**config.mk**
```make
export PLATFORM = sky130hd
export DESIGN_NAME = l15_adapter
export DESIGN_NICKNAME = d
export VERILOG_FILES = /design/src/hdl/mem_req_pkg.sv /design/src/hdl/l15_msg_pkg.sv /design/src/hdl/store_shaper.sv /design/src/hdl/req_decoder.sv /design/src/hdl/thread_id_pool.sv /design/src/hdl/issue_ctrl.sv /design/src/hdl/return_router.sv /design/src/hdl/l15_adapter.sv
export SDC_FILE = /design/constraint.sdc
export NUM_CORES = 1
export LEC_CHECK = 0
export ABC_AREA = 1
export BUFFER_PORTS_ARGS = -buffer_cell sky130_fd_sc_hd__buf_2
export CELL_PAD_IN_SITES_DETAIL_PLACEMENT = 0
export CELL_PAD_IN_SITES_GLOBAL_PLACEMENT = 1
export CORE_AREA = 2 2 235 237
export DETAILED_ROUTE_END_ITERATION = 12
export DIE_AREA = 0 0 237 239
export HOLD_SLACK_MARGIN = 0.06
export PLACE_DENSITY = 0.5
export SYNTH_ARGS = -nofsm -noshare
export SYNTH_HDL_FRONTEND = slang
export SYNTH_HIERARCHICAL = 1
export SYNTH_SLANG_ARGS = --single-unit
```
**constraint.sdc**
```tcl
create_clock -name clk_i -period 8.1 [get_ports clk_i]
set_input_delay 0.81 -clock clk_i [delete_from_list [all_inputs] [get_ports clk_i]]
set_output_delay 0.81 -clock clk_i [all_outputs]
set_load 0.005 [all_outputs]
```
**src/hdl/mem_req_pkg.sv**
```systemverilog
//////////////////////////////////////////////////
// Cache-side request and response widths, port
// ids and thread-id pool sizing
//////////////////////////////////////////////////
package mem_req_pkg;

    localparam int PA_WIDTH       = 40;
    localparam int MEM_ID_WIDTH   = 4;
    localparam int MEM_DATA_WIDTH = 128;

    typedef logic [PA_WIDTH-1:0]         paddr_t;
    typedef logic [MEM_ID_WIDTH-1:0]     mem_id_t;
    typedef logic [2:0]                  pid_t;
    typedef logic [MEM_DATA_WIDTH-1:0]   mem_data_t;
    typedef logic [MEM_DATA_WIDTH/8-1:0] mem_be_t;
    typedef logic [2:0]                  mem_size_t;   // log2 of byte count

    typedef enum logic [1:0] {
        READ  = 2'b00,
        WRITE = 2'b01
    } mem_cmd_e;

    // Source ports of the cache request mux
    localparam pid_t PID_DCACHE    = 3'd1;
    localparam pid_t PID_WBUF      = 3'd2;
    localparam pid_t PID_UNC_READ  = 3'd3;
    localparam pid_t PID_UNC_WRITE = 3'd4;

    // Thread ids bound the outstanding requests
    localparam int TID_WIDTH = 2;
    localparam int NUM_TIDS  = 4;

    typedef logic [TID_WIDTH-1:0] tid_t;

endpackage

```
**src/hdl/l15_msg_pkg.sv**
```systemverilog
//////////////////////////////////////////////////
// L1.5 message types: request and return type
// enums, size codes, data and byte-enable widths
//////////////////////////////////////////////////
package l15_msg_pkg;

    // Request data lane seen by the L1.5
    localparam int L15_DATA_WIDTH = 64;
    localparam int OFFSET_WIDTH   = 3;  // Byte offset inside one lane

    typedef logic [L15_DATA_WIDTH-1:0]   l15_data_t;
    typedef logic [L15_DATA_WIDTH/8-1:0] l15_be_t;
    typedef logic [2:0]                  l15_size_t;

    typedef enum logic [4:0] {
        LOAD  = 5'b00000,
        STORE = 5'b00001
    } l15_rqtype_e;

    // Return types, encodings follow the CPX message format
    typedef enum logic [3:0] {
        LOAD_RET = 4'b0000,
        ST_ACK   = 4'b0100,
        ERR_RET  = 4'b1100
    } l15_rtype_e;

    // Size codes, log2 of the byte count plus one
    localparam l15_size_t SIZE_0B  = 3'd0;
    localparam l15_size_t SIZE_1B  = 3'd1;
    localparam l15_size_t SIZE_2B  = 3'd2;
    localparam l15_size_t SIZE_4B  = 3'd3;
    localparam l15_size_t SIZE_8B  = 3'd4;
    localparam l15_size_t SIZE_16B = 3'd5;
    localparam l15_size_t SIZE_32B = 3'd6;
    localparam l15_size_t SIZE_64B = 3'd7;   // Also used for odd byte counts

endpackage

```
**src/hdl/store_shaper.sv**
```systemverilog
//////////////////////////////////////////////////
// Cached-store shaping: mask reduction, size code,
// aligned address and big-endian store lane
//////////////////////////////////////////////////
`timescale 1ns/1ps

module store_shaper
    import mem_req_pkg::*;
    import l15_msg_pkg::*;
(
    input  paddr_t    req_addr_i,
    input  mem_data_t req_wdata_i,
    input  mem_be_t   req_wbe_i,
    output l15_size_t st_size_o,
    output paddr_t    st_addr_o,
    output l15_data_t st_data_o,
    output l15_be_t   st_be_o
);

    l15_be_t                 be_or;      // Both mask halves folded on one lane
    logic [OFFSET_WIDTH-1:0] first_one;
    logic [4:0]              num_ones;   // 0 to 16 set bits

    assign be_or    = req_wbe_i[7:0] | req_wbe_i[15:8];
    assign num_ones = 5'($countones(req_wbe_i));

    // Lowest set bit, scanned from the top so the last hit wins
    always_comb begin
        first_one = '0;
        for (int i = L15_DATA_WIDTH/8 - 1; i >= 0; i--) begin
            if (be_or[i]) begin
                first_one = OFFSET_WIDTH'(i);
            end
        end
    end

    // Store start aligned inside the 8-byte lane
    assign st_addr_o = {req_addr_i[PA_WIDTH-1:OFFSET_WIDTH], first_one};

    always_comb begin
        case (num_ones)
            5'd0:    st_size_o = SIZE_0B;
            5'd1:    st_size_o = SIZE_1B;
            5'd2:    st_size_o = SIZE_2B;
            5'd4:    st_size_o = SIZE_4B;
            5'd8:    st_size_o = SIZE_8B;
            5'd16:   st_size_o = SIZE_16B;
            default: st_size_o = SIZE_64B;  // Irregular masks
        endcase
    end

    // L1.5 side is big endian
    always_comb begin
        for (int i = 0; i < L15_DATA_WIDTH/8; i++) begin
            st_data_o[i*8 +: 8]                = req_wdata_i[L15_DATA_WIDTH-1-i*8 -: 8];
            st_be_o[L15_DATA_WIDTH/8 - 1 - i] = be_or[i];
        end
    end

endmodule

```
**src/hdl/req_decoder.sv**
```systemverilog
//////////////////////////////////////////////////
// Decode stage: request class and L1.5 fields
//////////////////////////////////////////////////
`timescale 1ns/1ps

module req_decoder
    import mem_req_pkg::*;
    import l15_msg_pkg::*;
(
    input  pid_t        req_pid_i,
    input  mem_cmd_e    req_cmd_i,
    input  logic        req_cacheable_i,
    input  paddr_t      req_addr_i,
    input  mem_size_t   req_size_i,
    input  mem_data_t   req_wdata_i,
    input  mem_be_t     req_wbe_i,
    output l15_rqtype_e rqtype_o,
    output logic        nc_o,
    output l15_size_t   size_o,
    output paddr_t      addr_o,
    output l15_data_t   data_o,
    output l15_be_t     be_o
);

    logic      is_store;
    logic      is_cached_store;
    l15_size_t st_size;
    paddr_t    st_addr;

    // Write buffer and uncached write port carry the stores
    assign is_store        = ((req_pid_i == PID_WBUF) || (req_pid_i == PID_UNC_WRITE))
                             && (req_cmd_i == WRITE);
    assign is_cached_store = (req_pid_i == PID_WBUF) && (req_cmd_i == WRITE);

    store_shaper store_shaper_i (
        .req_addr_i  (req_addr_i),
        .req_wdata_i (req_wdata_i),
        .req_wbe_i   (req_wbe_i),
        .st_size_o   (st_size),
        .st_addr_o   (st_addr),
        .st_data_o   (data_o),
        .st_be_o     (be_o)
    );

    assign rqtype_o = is_store ? STORE : LOAD;
    assign nc_o     = ~req_cacheable_i;
    assign size_o   = is_cached_store ? st_size : l15_size_t'(req_size_i + mem_size_t'(1));
    assign addr_o   = is_cached_store ? st_addr : req_addr_i;

    // Port id zero is the idle value of the request mux
    always_comb begin
        if (req_pid_i != '0) begin
            assert (req_pid_i inside {PID_DCACHE, PID_WBUF, PID_UNC_READ, PID_UNC_WRITE})
                else $error("unsupported request port id %0d", req_pid_i);
        end
    end

endmodule

```
**src/hdl/thread_id_pool.sv**
```systemverilog
//////////////////////////////////////////////////
// Free list of L1.5 thread ids
//////////////////////////////////////////////////
`timescale 1ns/1ps

module thread_id_pool
    import mem_req_pkg::*;
(
    input  logic clk_i,
    input  logic rst_ni,
    input  logic take_i,
    input  logic release_i,
    input  tid_t release_tid_i,
    output logic avail_o,
    output tid_t head_tid_o
);

    tid_t               fifo_q [NUM_TIDS];
    tid_t               rd_ptr_q;
    tid_t               wr_ptr_q;   // Wraps onto rd_ptr_q when full
    logic [TID_WIDTH:0] count_q;
    logic               full;

    assign avail_o    = (count_q != '0);
    assign head_tid_o = fifo_q[rd_ptr_q];
    assign full       = (count_q == (TID_WIDTH+1)'(NUM_TIDS));

    always_ff @(posedge clk_i or negedge rst_ni) begin
        if (!rst_ni) begin
            for (int i = 0; i < NUM_TIDS; i++) begin
                fifo_q[i] <= tid_t'(i);     // All ids free, handed out in order
            end
            rd_ptr_q <= '0;
            wr_ptr_q <= '0;
            count_q  <= (TID_WIDTH+1)'(NUM_TIDS);
        end else begin
            if (take_i) begin
                rd_ptr_q <= rd_ptr_q + 1'b1;
            end
            if (release_i) begin
                fifo_q[wr_ptr_q] <= release_tid_i;
                wr_ptr_q         <= wr_ptr_q + 1'b1;
            end
            case ({take_i, release_i})
                2'b10:   count_q <= count_q - 1'b1;
                2'b01:   count_q <= count_q + 1'b1;
                default: count_q <= count_q;
            endcase
        end
    end

    take_when_empty_a: assert property (@(posedge clk_i) disable iff (!rst_ni)
        take_i |-> avail_o)
        else $error("thread id taken from an empty pool");

    release_when_full_a: assert property (@(posedge clk_i) disable iff (!rst_ni)
        release_i |-> !full)
        else $error("thread id released into a full pool");

endmodule

```
**src/hdl/issue_ctrl.sv**
```systemverilog
//////////////////////////////////////////////////
// Issue stage: L1.5 header-ack/ack handshake FSM
// and the thread id to requester table
//////////////////////////////////////////////////
`timescale 1ns/1ps

module issue_ctrl
    import mem_req_pkg::*;
(
    input  logic    clk_i,
    input  logic    rst_ni,
    input  logic    req_valid_i,
    input  mem_id_t req_id_i,
    input  pid_t    req_pid_i,
    input  logic    tid_avail_i,
    input  tid_t    tid_head_i,
    input  logic    l15_header_ack_i,
    input  logic    l15_ack_i,
    input  tid_t    lookup_tid_i,
    output logic    req_ready_o,
    output logic    l15_val_o,
    output tid_t    l15_threadid_o,
    output logic    tid_take_o,
    output mem_id_t lookup_id_o,
    output pid_t    lookup_pid_o
);

    typedef enum logic [1:0] {
        IDLE,
        WAIT_HDR,
        WAIT_ACK
    } issue_state_e;

    issue_state_e state_q, state_d;
    logic         accept;

    mem_id_t id_tab [NUM_TIDS];     // Requester id per thread id
    pid_t    pid_tab [NUM_TIDS];

    always_comb begin
        state_d   = state_q;
        l15_val_o = 1'b0;
        accept    = 1'b0;
        case (state_q)
            IDLE: begin
                if (req_valid_i && tid_avail_i) begin
                    l15_val_o = 1'b1;
                    if (l15_header_ack_i && l15_ack_i) begin
                        accept = 1'b1;          // Both acks at once
                    end else if (l15_header_ack_i) begin
                        state_d = WAIT_ACK;
                    end else begin
                        state_d = WAIT_HDR;
                    end
                end
            end
            WAIT_HDR: begin
                l15_val_o = 1'b1;   // Keep offering until the header is taken
                if (l15_header_ack_i) begin
                    if (l15_ack_i) begin
                        accept  = 1'b1;
                        state_d = IDLE;
                    end else begin
                        state_d = WAIT_ACK;
                    end
                end
            end
            WAIT_ACK: begin
                // Valid drops here but the fields stay put
                if (l15_ack_i) begin
                    accept  = 1'b1;
                    state_d = IDLE;
                end
            end
            default: state_d = IDLE;
        endcase
    end

    assign req_ready_o    = accept;
    assign tid_take_o     = accept;
    assign l15_threadid_o = tid_head_i;

    always_ff @(posedge clk_i or negedge rst_ni) begin
        if (!rst_ni) begin
            state_q <= IDLE;
        end else begin
            state_q <= state_d;
        end
    end

    always_ff @(posedge clk_i) begin
        if (accept) begin
            id_tab[tid_head_i]  <= req_id_i;
            pid_tab[tid_head_i] <= req_pid_i;
        end
    end

    assign lookup_id_o  = id_tab[lookup_tid_i];
    assign lookup_pid_o = pid_tab[lookup_tid_i];

    // Cache keeps its request up until the handshake completes
    ready_needs_valid_a: assert property (@(posedge clk_i) disable iff (!rst_ni)
        req_ready_o |-> req_valid_i)
        else $error("request accepted without a valid request");

endmodule

```
**src/hdl/return_router.sv**
```systemverilog
//////////////////////////////////////////////////
// Return stage: response routing, data swap and
// thread id release
//////////////////////////////////////////////////
`timescale 1ns/1ps

module return_router
    import mem_req_pkg::*;
    import l15_msg_pkg::*;
(
    input  logic       l15_rtrn_val_i,
    input  l15_rtype_e l15_rtrn_type_i,
    input  tid_t       l15_rtrn_threadid_i,
    input  mem_data_t  l15_rtrn_data_i,
    input  logic       resp_ready_i,
    input  mem_id_t    lookup_id_i,
    input  pid_t       lookup_pid_i,
    output logic       l15_req_ack_o,
    output logic       resp_valid_o,
    output pid_t       resp_pid_o,
    output mem_id_t    resp_id_o,
    output logic       resp_error_o,
    output mem_data_t  resp_data_o,
    output logic       tid_release_o,
    output tid_t       release_tid_o
);

    logic consumed;

    assign consumed      = l15_rtrn_val_i & resp_ready_i;
    assign l15_req_ack_o = consumed;    // L1.5 holds the return until then
    assign tid_release_o = consumed;
    assign release_tid_o = l15_rtrn_threadid_i;

    assign resp_valid_o = l15_rtrn_val_i;
    assign resp_id_o    = lookup_id_i;
    assign resp_pid_o   = lookup_pid_i;
    assign resp_error_o = (l15_rtrn_type_i == ERR_RET);

    // Big endian to little endian, one 64-bit word at a time
    always_comb begin
        for (int w = 0; w < MEM_DATA_WIDTH/L15_DATA_WIDTH; w++) begin
            for (int b = 0; b < L15_DATA_WIDTH/8; b++) begin
                resp_data_o[w*L15_DATA_WIDTH + b*8 +: 8] =
                    l15_rtrn_data_i[w*L15_DATA_WIDTH + (L15_DATA_WIDTH/8 - 1 - b)*8 +: 8];
            end
        end
    end

endmodule

```
**src/hdl/l15_adapter.sv**
```systemverilog
//////////////////////////////////////////////////
// Cache memory port to L1.5 adapter, top level
//////////////////////////////////////////////////
`timescale 1ns/1ps

module l15_adapter
    import mem_req_pkg::*;
    import l15_msg_pkg::*;
(
    input  logic        clk_i,
    input  logic        rst_ni,
    // Cache request
    input  logic        req_valid_i,
    input  pid_t        req_pid_i,
    input  mem_id_t     req_id_i,
    input  mem_cmd_e    req_cmd_i,
    input  logic        req_cacheable_i,
    input  paddr_t      req_addr_i,
    input  mem_size_t   req_size_i,
    input  mem_data_t   req_wdata_i,
    input  mem_be_t     req_wbe_i,
    output logic        req_ready_o,
    // L1.5 request
    output logic        l15_val_o,
    output l15_rqtype_e l15_rqtype_o,
    output logic        l15_nc_o,
    output l15_size_t   l15_size_o,
    output tid_t        l15_threadid_o,
    output paddr_t      l15_address_o,
    output l15_data_t   l15_data_o,
    output l15_be_t     l15_be_o,
    input  logic        l15_header_ack_i,
    input  logic        l15_ack_i,
    // L1.5 return
    input  logic        l15_rtrn_val_i,
    input  l15_rtype_e  l15_rtrn_type_i,
    input  tid_t        l15_rtrn_threadid_i,
    input  mem_data_t   l15_rtrn_data_i,
    output logic        l15_req_ack_o,
    // Cache response
    output logic        resp_valid_o,
    output pid_t        resp_pid_o,
    output mem_id_t     resp_id_o,
    output logic        resp_error_o,
    output mem_data_t   resp_data_o,
    input  logic        resp_ready_i
);

    logic    tid_avail;
    tid_t    tid_head;
    logic    tid_take;
    logic    tid_release;
    tid_t    release_tid;   // Also the table lookup index
    mem_id_t lookup_id;
    pid_t    lookup_pid;

    req_decoder req_decoder_i (
        .req_pid_i       (req_pid_i),
        .req_cmd_i       (req_cmd_i),
        .req_cacheable_i (req_cacheable_i),
        .req_addr_i      (req_addr_i),
        .req_size_i      (req_size_i),
        .req_wdata_i     (req_wdata_i),
        .req_wbe_i       (req_wbe_i),
        .rqtype_o        (l15_rqtype_o),
        .nc_o            (l15_nc_o),
        .size_o          (l15_size_o),
        .addr_o          (l15_address_o),
        .data_o          (l15_data_o),
        .be_o            (l15_be_o)
    );

    thread_id_pool thread_id_pool_i (
        .clk_i         (clk_i),
        .rst_ni        (rst_ni),
        .take_i        (tid_take),
        .release_i     (tid_release),
        .release_tid_i (release_tid),
        .avail_o       (tid_avail),
        .head_tid_o    (tid_head)
    );

    issue_ctrl issue_ctrl_i (
        .clk_i            (clk_i),
        .rst_ni           (rst_ni),
        .req_valid_i      (req_valid_i),
        .req_id_i         (req_id_i),
        .req_pid_i        (req_pid_i),
        .tid_avail_i      (tid_avail),
        .tid_head_i       (tid_head),
        .l15_header_ack_i (l15_header_ack_i),
        .l15_ack_i        (l15_ack_i),
        .lookup_tid_i     (release_tid),
        .req_ready_o      (req_ready_o),
        .l15_val_o        (l15_val_o),
        .l15_threadid_o   (l15_threadid_o),
        .tid_take_o       (tid_take),
        .lookup_id_o      (lookup_id),
        .lookup_pid_o     (lookup_pid)
    );

    return_router return_router_i (
        .l15_rtrn_val_i      (l15_rtrn_val_i),
        .l15_rtrn_type_i     (l15_rtrn_type_i),
        .l15_rtrn_threadid_i (l15_rtrn_threadid_i),
        .l15_rtrn_data_i     (l15_rtrn_data_i),
        .resp_ready_i        (resp_ready_i),
        .lookup_id_i         (lookup_id),
        .lookup_pid_i        (lookup_pid),
        .l15_req_ack_o       (l15_req_ack_o),
        .resp_valid_o        (resp_valid_o),
        .resp_pid_o          (resp_pid_o),
        .resp_id_o           (resp_id_o),
        .resp_error_o        (resp_error_o),
        .resp_data_o         (resp_data_o),
        .tid_release_o       (tid_release),
        .release_tid_o       (release_tid)
    );

endmodule

```
# Yosys cells after proc, flatten, opt, wreduce, memory -nomap -nowiden
# Memory sizes are Yosys's and may differ from the RTL's.
# Cells that the tools add are included.
# totals
reg_bits	17
output_inout_bits	263
elab_cells	101
in_bits	338
ram_bits	28
n_memories	2
# classes
n_addsub	20
muxes	35
bitwise	5
n_eq_ne	17
reduce_logical	11
n_lt_le_gt_ge	3
# mem_list
name	depth	width	rd	rd_ports_with_merged_regs	wr	line	source
issue_ctrl_i.id_tab	4	4	1	0	1	issue_ctrl.sv:37	mem_id_t id_tab [NUM_TIDS];
issue_ctrl_i.pid_tab	4	3	1	0	1	issue_ctrl.sv:38	pid_t pid_tab [NUM_TIDS];
# op_table
op	count
$mux W3	10
$mux W2	9
$pmux W3 S6	1
$add A1 B1 Y2	8
$add A2 B2 Y3	4
$add A3 B3 Y4	2
$bwmux W8	1
$mux W1	8
$or A8 B8 Y8	1
$add A3 B1 Y3 const B	2
$eq A2 B1 Y1 const B	3
$ge A3 B3 Y1 const B	2
$ne A2 B2 Y1 const B	3
$not A2 Y3	2
$pmux W2 S3	1
$pmux W3 S2	1
$add A4 B4 Y5	1
$eq A5 B1 Y1 const B	1
$eq A5 B2 Y1 const B	1
$eq A5 B3 Y1 const B	1
$eq A5 B4 Y1 const B	1
$eq A5 B5 Y1 const B	1
$logic_and A1 B1 Y1	5
$logic_not A5 Y1	1
19 further kinds	21

# Depth between registers and ports, before layout
# Gate-level depths: netlist of run 1.
# depth
depth_word	10
ltp_mapped	22
ltp_nobuf	22

# Hierarchy
# The synthesis of run 1 kept the hierarchy.
# by_module_without_submodules
mod	cells_per_inst	seq_area_each_um2	n_inst	area_each_um2
store_shaper	212	0.0	1	1453.9
issue_ctrl	115	890.9	1	1297.5
return_router	146	0.0	1	1072.3
req_decoder	161	0.0	1	787.0
thread_id_pool	84	381.6	1	754.5

# Worst setup path before layout of run 1
# No wires, ideal clock.
# synth_path
path_type	input port to output port
startpoint	in req_wbe_i[5]
endpoint	out l15_size_o[1]
n_path_buf	0
path_slack_ns	2.963
arrival_ns	4.327
required_time_ns	7.290
stages	20
cell_sequence	inv_1 fa_1 inv_1 fa_1 fa_1 inv_1 fa_1 inv_1 ha_1 inv_1 fa_1 inv_1 nor2_8 nand2_1 a31oi_1 nor2_1 nand2_1 nand2_1 nand3_1 nand2_1
# synth_between
elab_chain_len	7
elab_cells_between_ends	12
classes_between	add/sub (4); eq/ne (5); mux (2); reduce/logical (1)
# synth_rtl
element	line	source
from (decl)	l15_adapter.sv:21	input mem_be_t req_wbe_i,
$add A1 B1 Y2 (not written as such) *	store_shaper.sv:25	assign num_ones = 5'($countones(req_wbe_i));
$add A2 B2 Y3 (not written as such) *	store_shaper.sv:25	
$add A3 B3 Y4 (not written as such) *	store_shaper.sv:25	
$add A4 B4 Y5 (not written as such) *	store_shaper.sv:25	
$eq A5 B5 Y1, or another cell as far along	store_shaper.sv:41	case (num_ones)
$pmux W3 S6 *	store_shaper.sv:41	
net req_decoder_i.st_size[1]	req_decoder.sv:27	l15_size_t st_size;
$mux W3 *	req_decoder.sv:47	assign size_o = is_cached_store ? st_size : l15_size_t'(req_size_i + mem_size_t'(1));
to (decl)	l15_adapter.sv:27	output l15_size_t l15_size_o,
# Mark *: on every way through the listed nets, which the timed path passes. The rest lies on a longest branch.

# Worst setup path after layout of run 1
# Same ends and word-level chain as after synthesis.

==> flow_metrics.tcl, run 1 <==
set metrics [dict create \
    vias 3841 \
    ant_nets 0 \
    num_rows 86 \
    fin_skew_ns 0.007109 \
    grt-ovfl-total 0 \
    p_per_area_mw_per_mm2 215.2 \
    clkPwrFrac_pct 18.1 \
    post-route-min-period_ns 5.672 \
    timing.max_cap.violations 0 \
    start_util_pct 9.873 \
    period_share_pct 70.02 \
    busiest_layer "met3" \
    root_buffer "clkbuf_16" \
    boundaryPins 601 \
    die_x_um 237 \
    slew_headroom_pct 50.21 \
    end_kind "primary output" \
    status "complete, no violations" \
    grt_use_met2_pct 7.451 \
    postCtsSetupBuffers 0 \
    max_freq_ghz 0.1763 \
    synth_seq_area_share_pct 23.72 \
    startpoint_type "input port" \
    use_met3_pct 8.268 \
    cts_tree "built" \
    grt_pass1_wl_mm 26.63 \
    place_congestion 0.7350 \
    grt.total_usage_pct 6.571 \
    cts_resized 0 \
    cts_hold_buf 0 \
    core_mm2 0.05434 \
    final_util_pct 9.489 \
    yosysWarnings 6 \
    internal-power_uw 652.0 \
    pre_cts_slack_ns 2.417 \
    hold_violations 0 \
    wl_per_cell_um 15.05 \
    setup_viol 0 \
    combPwrFrac_pct 48.9 \
    drt_iter0_drc 127 \
    power.switching_uw 457.5 \
    grt_max_degree 45 \
    r2r_end "thread_id_pool_i/count_q[2]$_DFFE_PN1P_" \
    synthTopCellsByArea "buf_4 (35%), edfxtp_1 (16%), nand2_1 (11%)" \
    post-route-drc-count 0 \
    via_per_inst 2.912 \
    tightest_slew_ns 0.7440 \
    p_leak_uw 0.002393 \
    synthArstFlopShare_pct 37.78 \
    ys_types 31 \
    crit_cells 22 \
    crit_required_ns 7.29 \
    clock_sinks 45 \
    drive_gt1_share_pct 29.76 \
    port_buffers 148 \
    diodes 0 \
    peakVddDrop_mv 0.07748 \
    insertion_delay_ns 0.29 \
    cpPeakStageDelay_ns 0.56 \
    clk_pin_slew_ns 0.06 \
    hold_path_class "in2async" \
    synth_top_cell_area_share_pct 34.98 \
    seq_power_share_pct 33.0 \
    grtUsageMet1_pct 6.955 \
    synthCells 718 \
    critPathArrivalTime_ns 4.86 \
    area_growth_pct -3.895 \
    synth_common_cells "buf_4 (250), nand2_1 (152), inv_1 (68), nand3_1 (57), nor2_1 (36)" \
    r2r_slack_ns 5.95 \
    crit_fanout 3 \
    antenna_found_initial 5 \
    yosysMostFrequentCell "buf_4" \
    first_pass_iters 4 \
    synthFlopType "edfxtp_1" \
    crit_chain "buf_2, inv_1, fa_1, inv_1, fa_1, fa_1, inv_1, fa_1, inv_1, ha_1, inv_1, fa_1, inv_1, nor2_8, nand2_1, a31oi_1, nor2_1, nand2_1, nand2_1, nand3_1, nand2_1, buf_2" \
    synth-seq-cells 45 \
    yosys.area.top_type "buf_4" \
    crit_buf_inv 8 \
    dieArea_mm2 0.05664 \
    fin_total_pwr_uw 1110 \
    post-route-worst-setup-slack_ns 2.428 \
    wl_mm 19.85 \
    reg2reg_from "thread_id_pool_i/count_q[0]$_DFFE_PN0P_" \
    critPathTopFamily "adder cells" \
    dpl.hpwl_mm 16.73 \
    cp_slowest_cell "fa_1" \
    setup_tns_ns 0 \
    crit_type "in2out" \
    cts_buffer_depth 2 \
    reg2reg_depth 14 \
    grt_pass1_vias 3697 \
    avgSynthCellArea_um2 7.472 \
    htreeDepth 2 \
    synth-edff-count 28 \
    crit_top_cell "inv_1" \
    layout.nets 974 \
    cts_buffers 5 \
    sw_frac_of_total_pct 41.24 \
    rsz0062_at_grt "no" \
    syn-cell-area_mm2 0.005365 \
    die_h_um 239 \
    drv_slew 0 \
]
==> power by group through the flow <==
stage | Sequential [uW] | Clock, uW | Combinational, uW
after global placement | 370 | 0 | 549
final | 366 | 201 | 542
after CTS | 367 | 208 | 554
after global routing | 376 | 215 | 629
after detailed placement | 372 | 0 | 551
after floorplan | 353 | 0 | 530
==> flip-flops by register name (all words and copies together) (netlist names) <==
register and cells:
thread_id_pool_i/wr_ptr_q 2, issue_ctrl_i/id_tab 16, issue_ctrl_i/pid_tab 12, thread_id_pool_i/rd_ptr_q 2, issue_ctrl_i/state_q 2, thread_id_pool_i/fifo_q 8, thread_id_pool_i/count_q 3
==> kinds of logic after synthesis <==
logic type	count (synthesis)	share of synthesized area (%)
buffers and inverters	335	42.30
and+or+nand+nor	266	21.90
DFF	45	23.72
AOI/OAI and AO/OA	44	4.524
adders and majority gates	22	6.670
xor gates and xnor gates	5	0.8162
other	1	0.06990
==> cell type report <==
class / instances / area, um^2
Sequential cell: 45 / 1272
Clock buffer: 5 / 125.1
Inverter: 71 / 266.5
Fill cell: 6366 / 49180
Multi-Input combinational cell: 341 / 1834
Tap cell: 704 / 880.8
Timing Repair Buffer: 150 / 755.7
Clock inverter: 3 / 21.27
==> routing by layer <==
metal  vias up  routed length [um]
met2       416                6754
met4        12                 248
met1      1611                7389
met3        29                5046
li1       1773                   -
met5         -                 405
==> worst max-delay path by stage <==
stage / from / end / slack [ns]
2_1_floorplan: req_wbe_i[5] / l15_size_o[1] / 2.96
3_3_place_gp: req_wbe_i[5] / l15_size_o[1] / 2.41
3_5_place_dp: req_wbe_i[5] / l15_size_o[1] / 2.42
4_1_cts: req_wbe_i[5] / l15_size_o[1] / 2.41
5_1_grt: req_wbe_i[5] / l15_size_o[1] / 2.20
6_report: req_wbe_i[5] / l15_size_o[1] / 2.43
==> through the flow <==
step	hold WS (ns)	area [um^2]	instances
final	0.4405	5156	1319
after global routing	0.4767	5156	1319
after CTS	0.4503	5156	1319
after detailed placement	0.4616	5010	1311
after global placement	0.4525	5010	1311
after floorplan	0.4421	5376	721
==> cells in the final DEF (no fill, tap or decap), drive strengths merged, types with 11 or more instances in the layout <==
master  netlist  final
fa           11     11
edfxtp       28     28
nor2         46     46
buf         264    150
ha           11     11
nand2       157    157
o21ai        26     26
nand3        58     58
dfrtp        12     12
inv          71     72
(Power assumes the default switching activity.)
==> run 2: changes to the inputs <==
Settings changed: ABC_AREA 1 to 0, CORE_AREA 2 2 235 237 to 2 2 231 233, DIE_AREA 0 0 237 239 to 0 0 233 235.
Clock period 8.1 ns to 5.2 ns, I/O delays scaled along.
==> flow_metrics.tcl, run 2 <==
set metrics [dict create \
    status "complete, no violations" \
    setup.worst_path.end "l15_size_o[2]" \
    dpl.hpwl_mm 15.41 \
    tightest_slew_ns 1.022 \
    hold_path_class "in2async" \
    vias 2715 \
    multi_input_area_mm2 0.001768 \
    postCtsSetupBuffers 0 \
    end_kind "primary output" \
    final_cells 1077 \
    peakVddDrop_mv 0.1330 \
    diodes 0 \
    htreeDepth 2 \
    slew_headroom_pct 31.84 \
    wl_mm 17.65 \
    startpoint "req_wbe_i[5]" \
    fin_skew_ns 0.005141 \
    insertion_delay_ns 0.28 \
    reg2reg_from "thread_id_pool_i/count_q[0]$_DFFE_PN0P_" \
    crit_fanout 3 \
    period_share_pct 92.97 \
    r2r_slack_ns 2.61 \
    synth_top_cell_area_share_pct 36.70 \
    fin_total_pwr_uw 1464 \
    cts_tree "built" \
    ys_types 49 \
    drt_iter0_drc 76 \
    via_per_inst 2.521 \
    worst_hold_slack_ns 0.1580 \
    reg2reg_depth 11 \
    drv_slew 0 \
    placed_area_mm2 0.004785 \
    nFillCells 5981 \
    syn-cell-area_mm2 0.005074 \
    grt.total_usage_pct 5.992 \
    yosysWarnings 6 \
    post-route-drc-count 0 \
    cts_resized 0 \
    synth_common_cells "buf_4 (248), mux2_4 (39), inv_1 (35), edfxtp_1 (28)" \
    core_mm2 0.05224 \
    synthCells 483 \
    final_common_cell "buf_2" \
    clock_sinks 45 \
    largest_reg_flops 16 \
    wl_per_cell_um 16.39 \
    largest-register "issue_ctrl_i/id_tab" \
    critPathArrivalTime_ns 4.31 \
    cts_hold_buf 0 \
    die_x_um 233 \
    die_h_um 235 \
    startpoint_type "input port" \
    synthFlopType "edfxtp_1" \
    yosys.area.top_type "buf_4" \
    dieArea_mm2 0.05476 \
    rsz0062_at_grt "no" \
    num_rows 84 \
    grt_max_degree 44 \
    largestRegisters "issue_ctrl_i/id_tab x16, issue_ctrl_i/pid_tab x12, thread_id_pool_i/fifo_q x8" \
    crit_type "in2out" \
    grt-ovfl-total 0 \
    drive_gt1_share_pct 59.38 \
    ant_nets 0 \
    avgSynthCellArea_um2 10.50 \
    place_congestion 0.6642 \
    antenna_found_initial 2 \
    port_buffers 148 \
    p_leak_uw 0.002127 \
    first_pass_iters 4 \
    stdcell_area_mm2 0.004931 \
    area_growth_pct -2.811 \
    clk_pin_slew_ns 0.06 \
    cts_buffers 5 \
    synth-seq-cells 45 \
    cts_buffer_depth 2 \
    start_util_pct 9.713 \
    yosysMostFrequentCell "buf_4" \
    r2r_end "thread_id_pool_i/count_q[2]$_DFFE_PN1P_" \
    hold_violations 0 \
    setup_viol 0 \
    grt_pass1_vias 2643 \
    place_inst 1069 \
    synth_seq_area_share_pct 25.08 \
    layout.nets 748 \
    p_per_area_mw_per_mm2 296.9 \
    synth-edff-count 28 \
    boundaryPins 601 \
    synthTopCellsByArea "buf_4 (37%), edfxtp_1 (17%), mux2_4 (12%)" \
    max_freq_ghz 0.2069 \
    timing.max_cap.violations 0 \
    setup_tns_ns 0 \
    root_buffer "clkbuf_16" \
    regArea_mm2 0.001272 \
    grt_pass1_wl_mm 22.40 \
    crit_required_ns 4.68 \
    synthArstFlopShare_pct 37.78 \
    final_cell_mix "buf_2 (148), mux2_4 (39), inv_1 (35)" \
    post-route-min-period_ns 4.834 \
]
==> run 2: routing by layer <==
layer,routed length (um),vias to the layer above,track usage (%)
met5,322,-,4.911
met4,240,8,1.332
met3,4200,39,7.172
met2,5946,326,6.367
met1,6937,1214,6.840
li1,-,1128,-
==> run 2: critical path, cell delays in order <==
cell	delay [ns]
buf_2	0.09
inv_1	0.05
fa_1	0.53
inv_1	0.05
fa_1	0.46
fa_1	0.51
inv_1	0.05
fa_1	0.43
inv_1	0.07
ha_1	0.15
inv_1	0.05
fa_1	0.40
xor2_1	0.27
maj3_1	0.23
nand3_1	0.07
mux2_2	0.26
buf_2	0.13
==> run 2: how the worst min path moves through the flow <==
stage	from	to	slack [ns]	cells after the start
6_report	rst_ni	thread_id_pool_i/count_q[1]$_DFFE_PN0P_	0.16	1
2_1_floorplan	rst_ni	issue_ctrl_i/state_q[0]$_DFFE_PN0P_	0.22	0
4_1_cts	rst_ni	thread_id_pool_i/wr_ptr_q[0]$_DFFE_PN0P_	0.17	1
3_5_place_dp	rst_ni	thread_id_pool_i/count_q[1]$_DFFE_PN0P_	0.47	1
5_1_grt	rst_ni	thread_id_pool_i/rd_ptr_q[0]$_DFFE_PN0P_	0.17	1
3_3_place_gp	rst_ni	thread_id_pool_i/count_q[0]$_DFFE_PN0P_	0.46	1
==> run 2: layout make-up <==
| cell class | count | area share, % |
|---|---|---|
| inverter | 36 | 2.740 |
| sequential | 45 | 25.81 |
| clock inverter | 3 | 0.4314 |
| clock buffer | 5 | 2.537 |
| multi-input combinational | 151 | 35.85 |
| tap | 688 | 17.46 |
| timing repair buffer | 149 | 15.17 |
==> run 2: through the flow <==
| step | utilization, % | worst slack (ns) |
|---|---|---|
| floorplan | - | 0.7635 |
| global placement | 9.160 | 0.3527 |
| detailed placement | 9.160 | 0.3499 |
| CTS | 9.440 | 0.3339 |
| global route | 9.440 | 0.2054 |
| finish | 9.440 | 0.3657 |
==> run 2: kinds of logic after synthesis <==
| family | synth area share [%] |
|---|---|
| multiplexers | 18.54 |
| flip-flops | 25.08 |
| other | 0.07391 |
| buffers and inverters | 40.42 |
| adder cells (fa/ha/maj) | 7.250 |
| AND/OR/NAND/NOR | 4.760 |
| XOR/XNOR | 1.726 |
| AO/OA/AOI/OAI | 2.145 |
==> run 2: power breakdown <==
group	internal [uW]	switching, uW
logic	310	304
clock network	179	128
registers	492	52.3
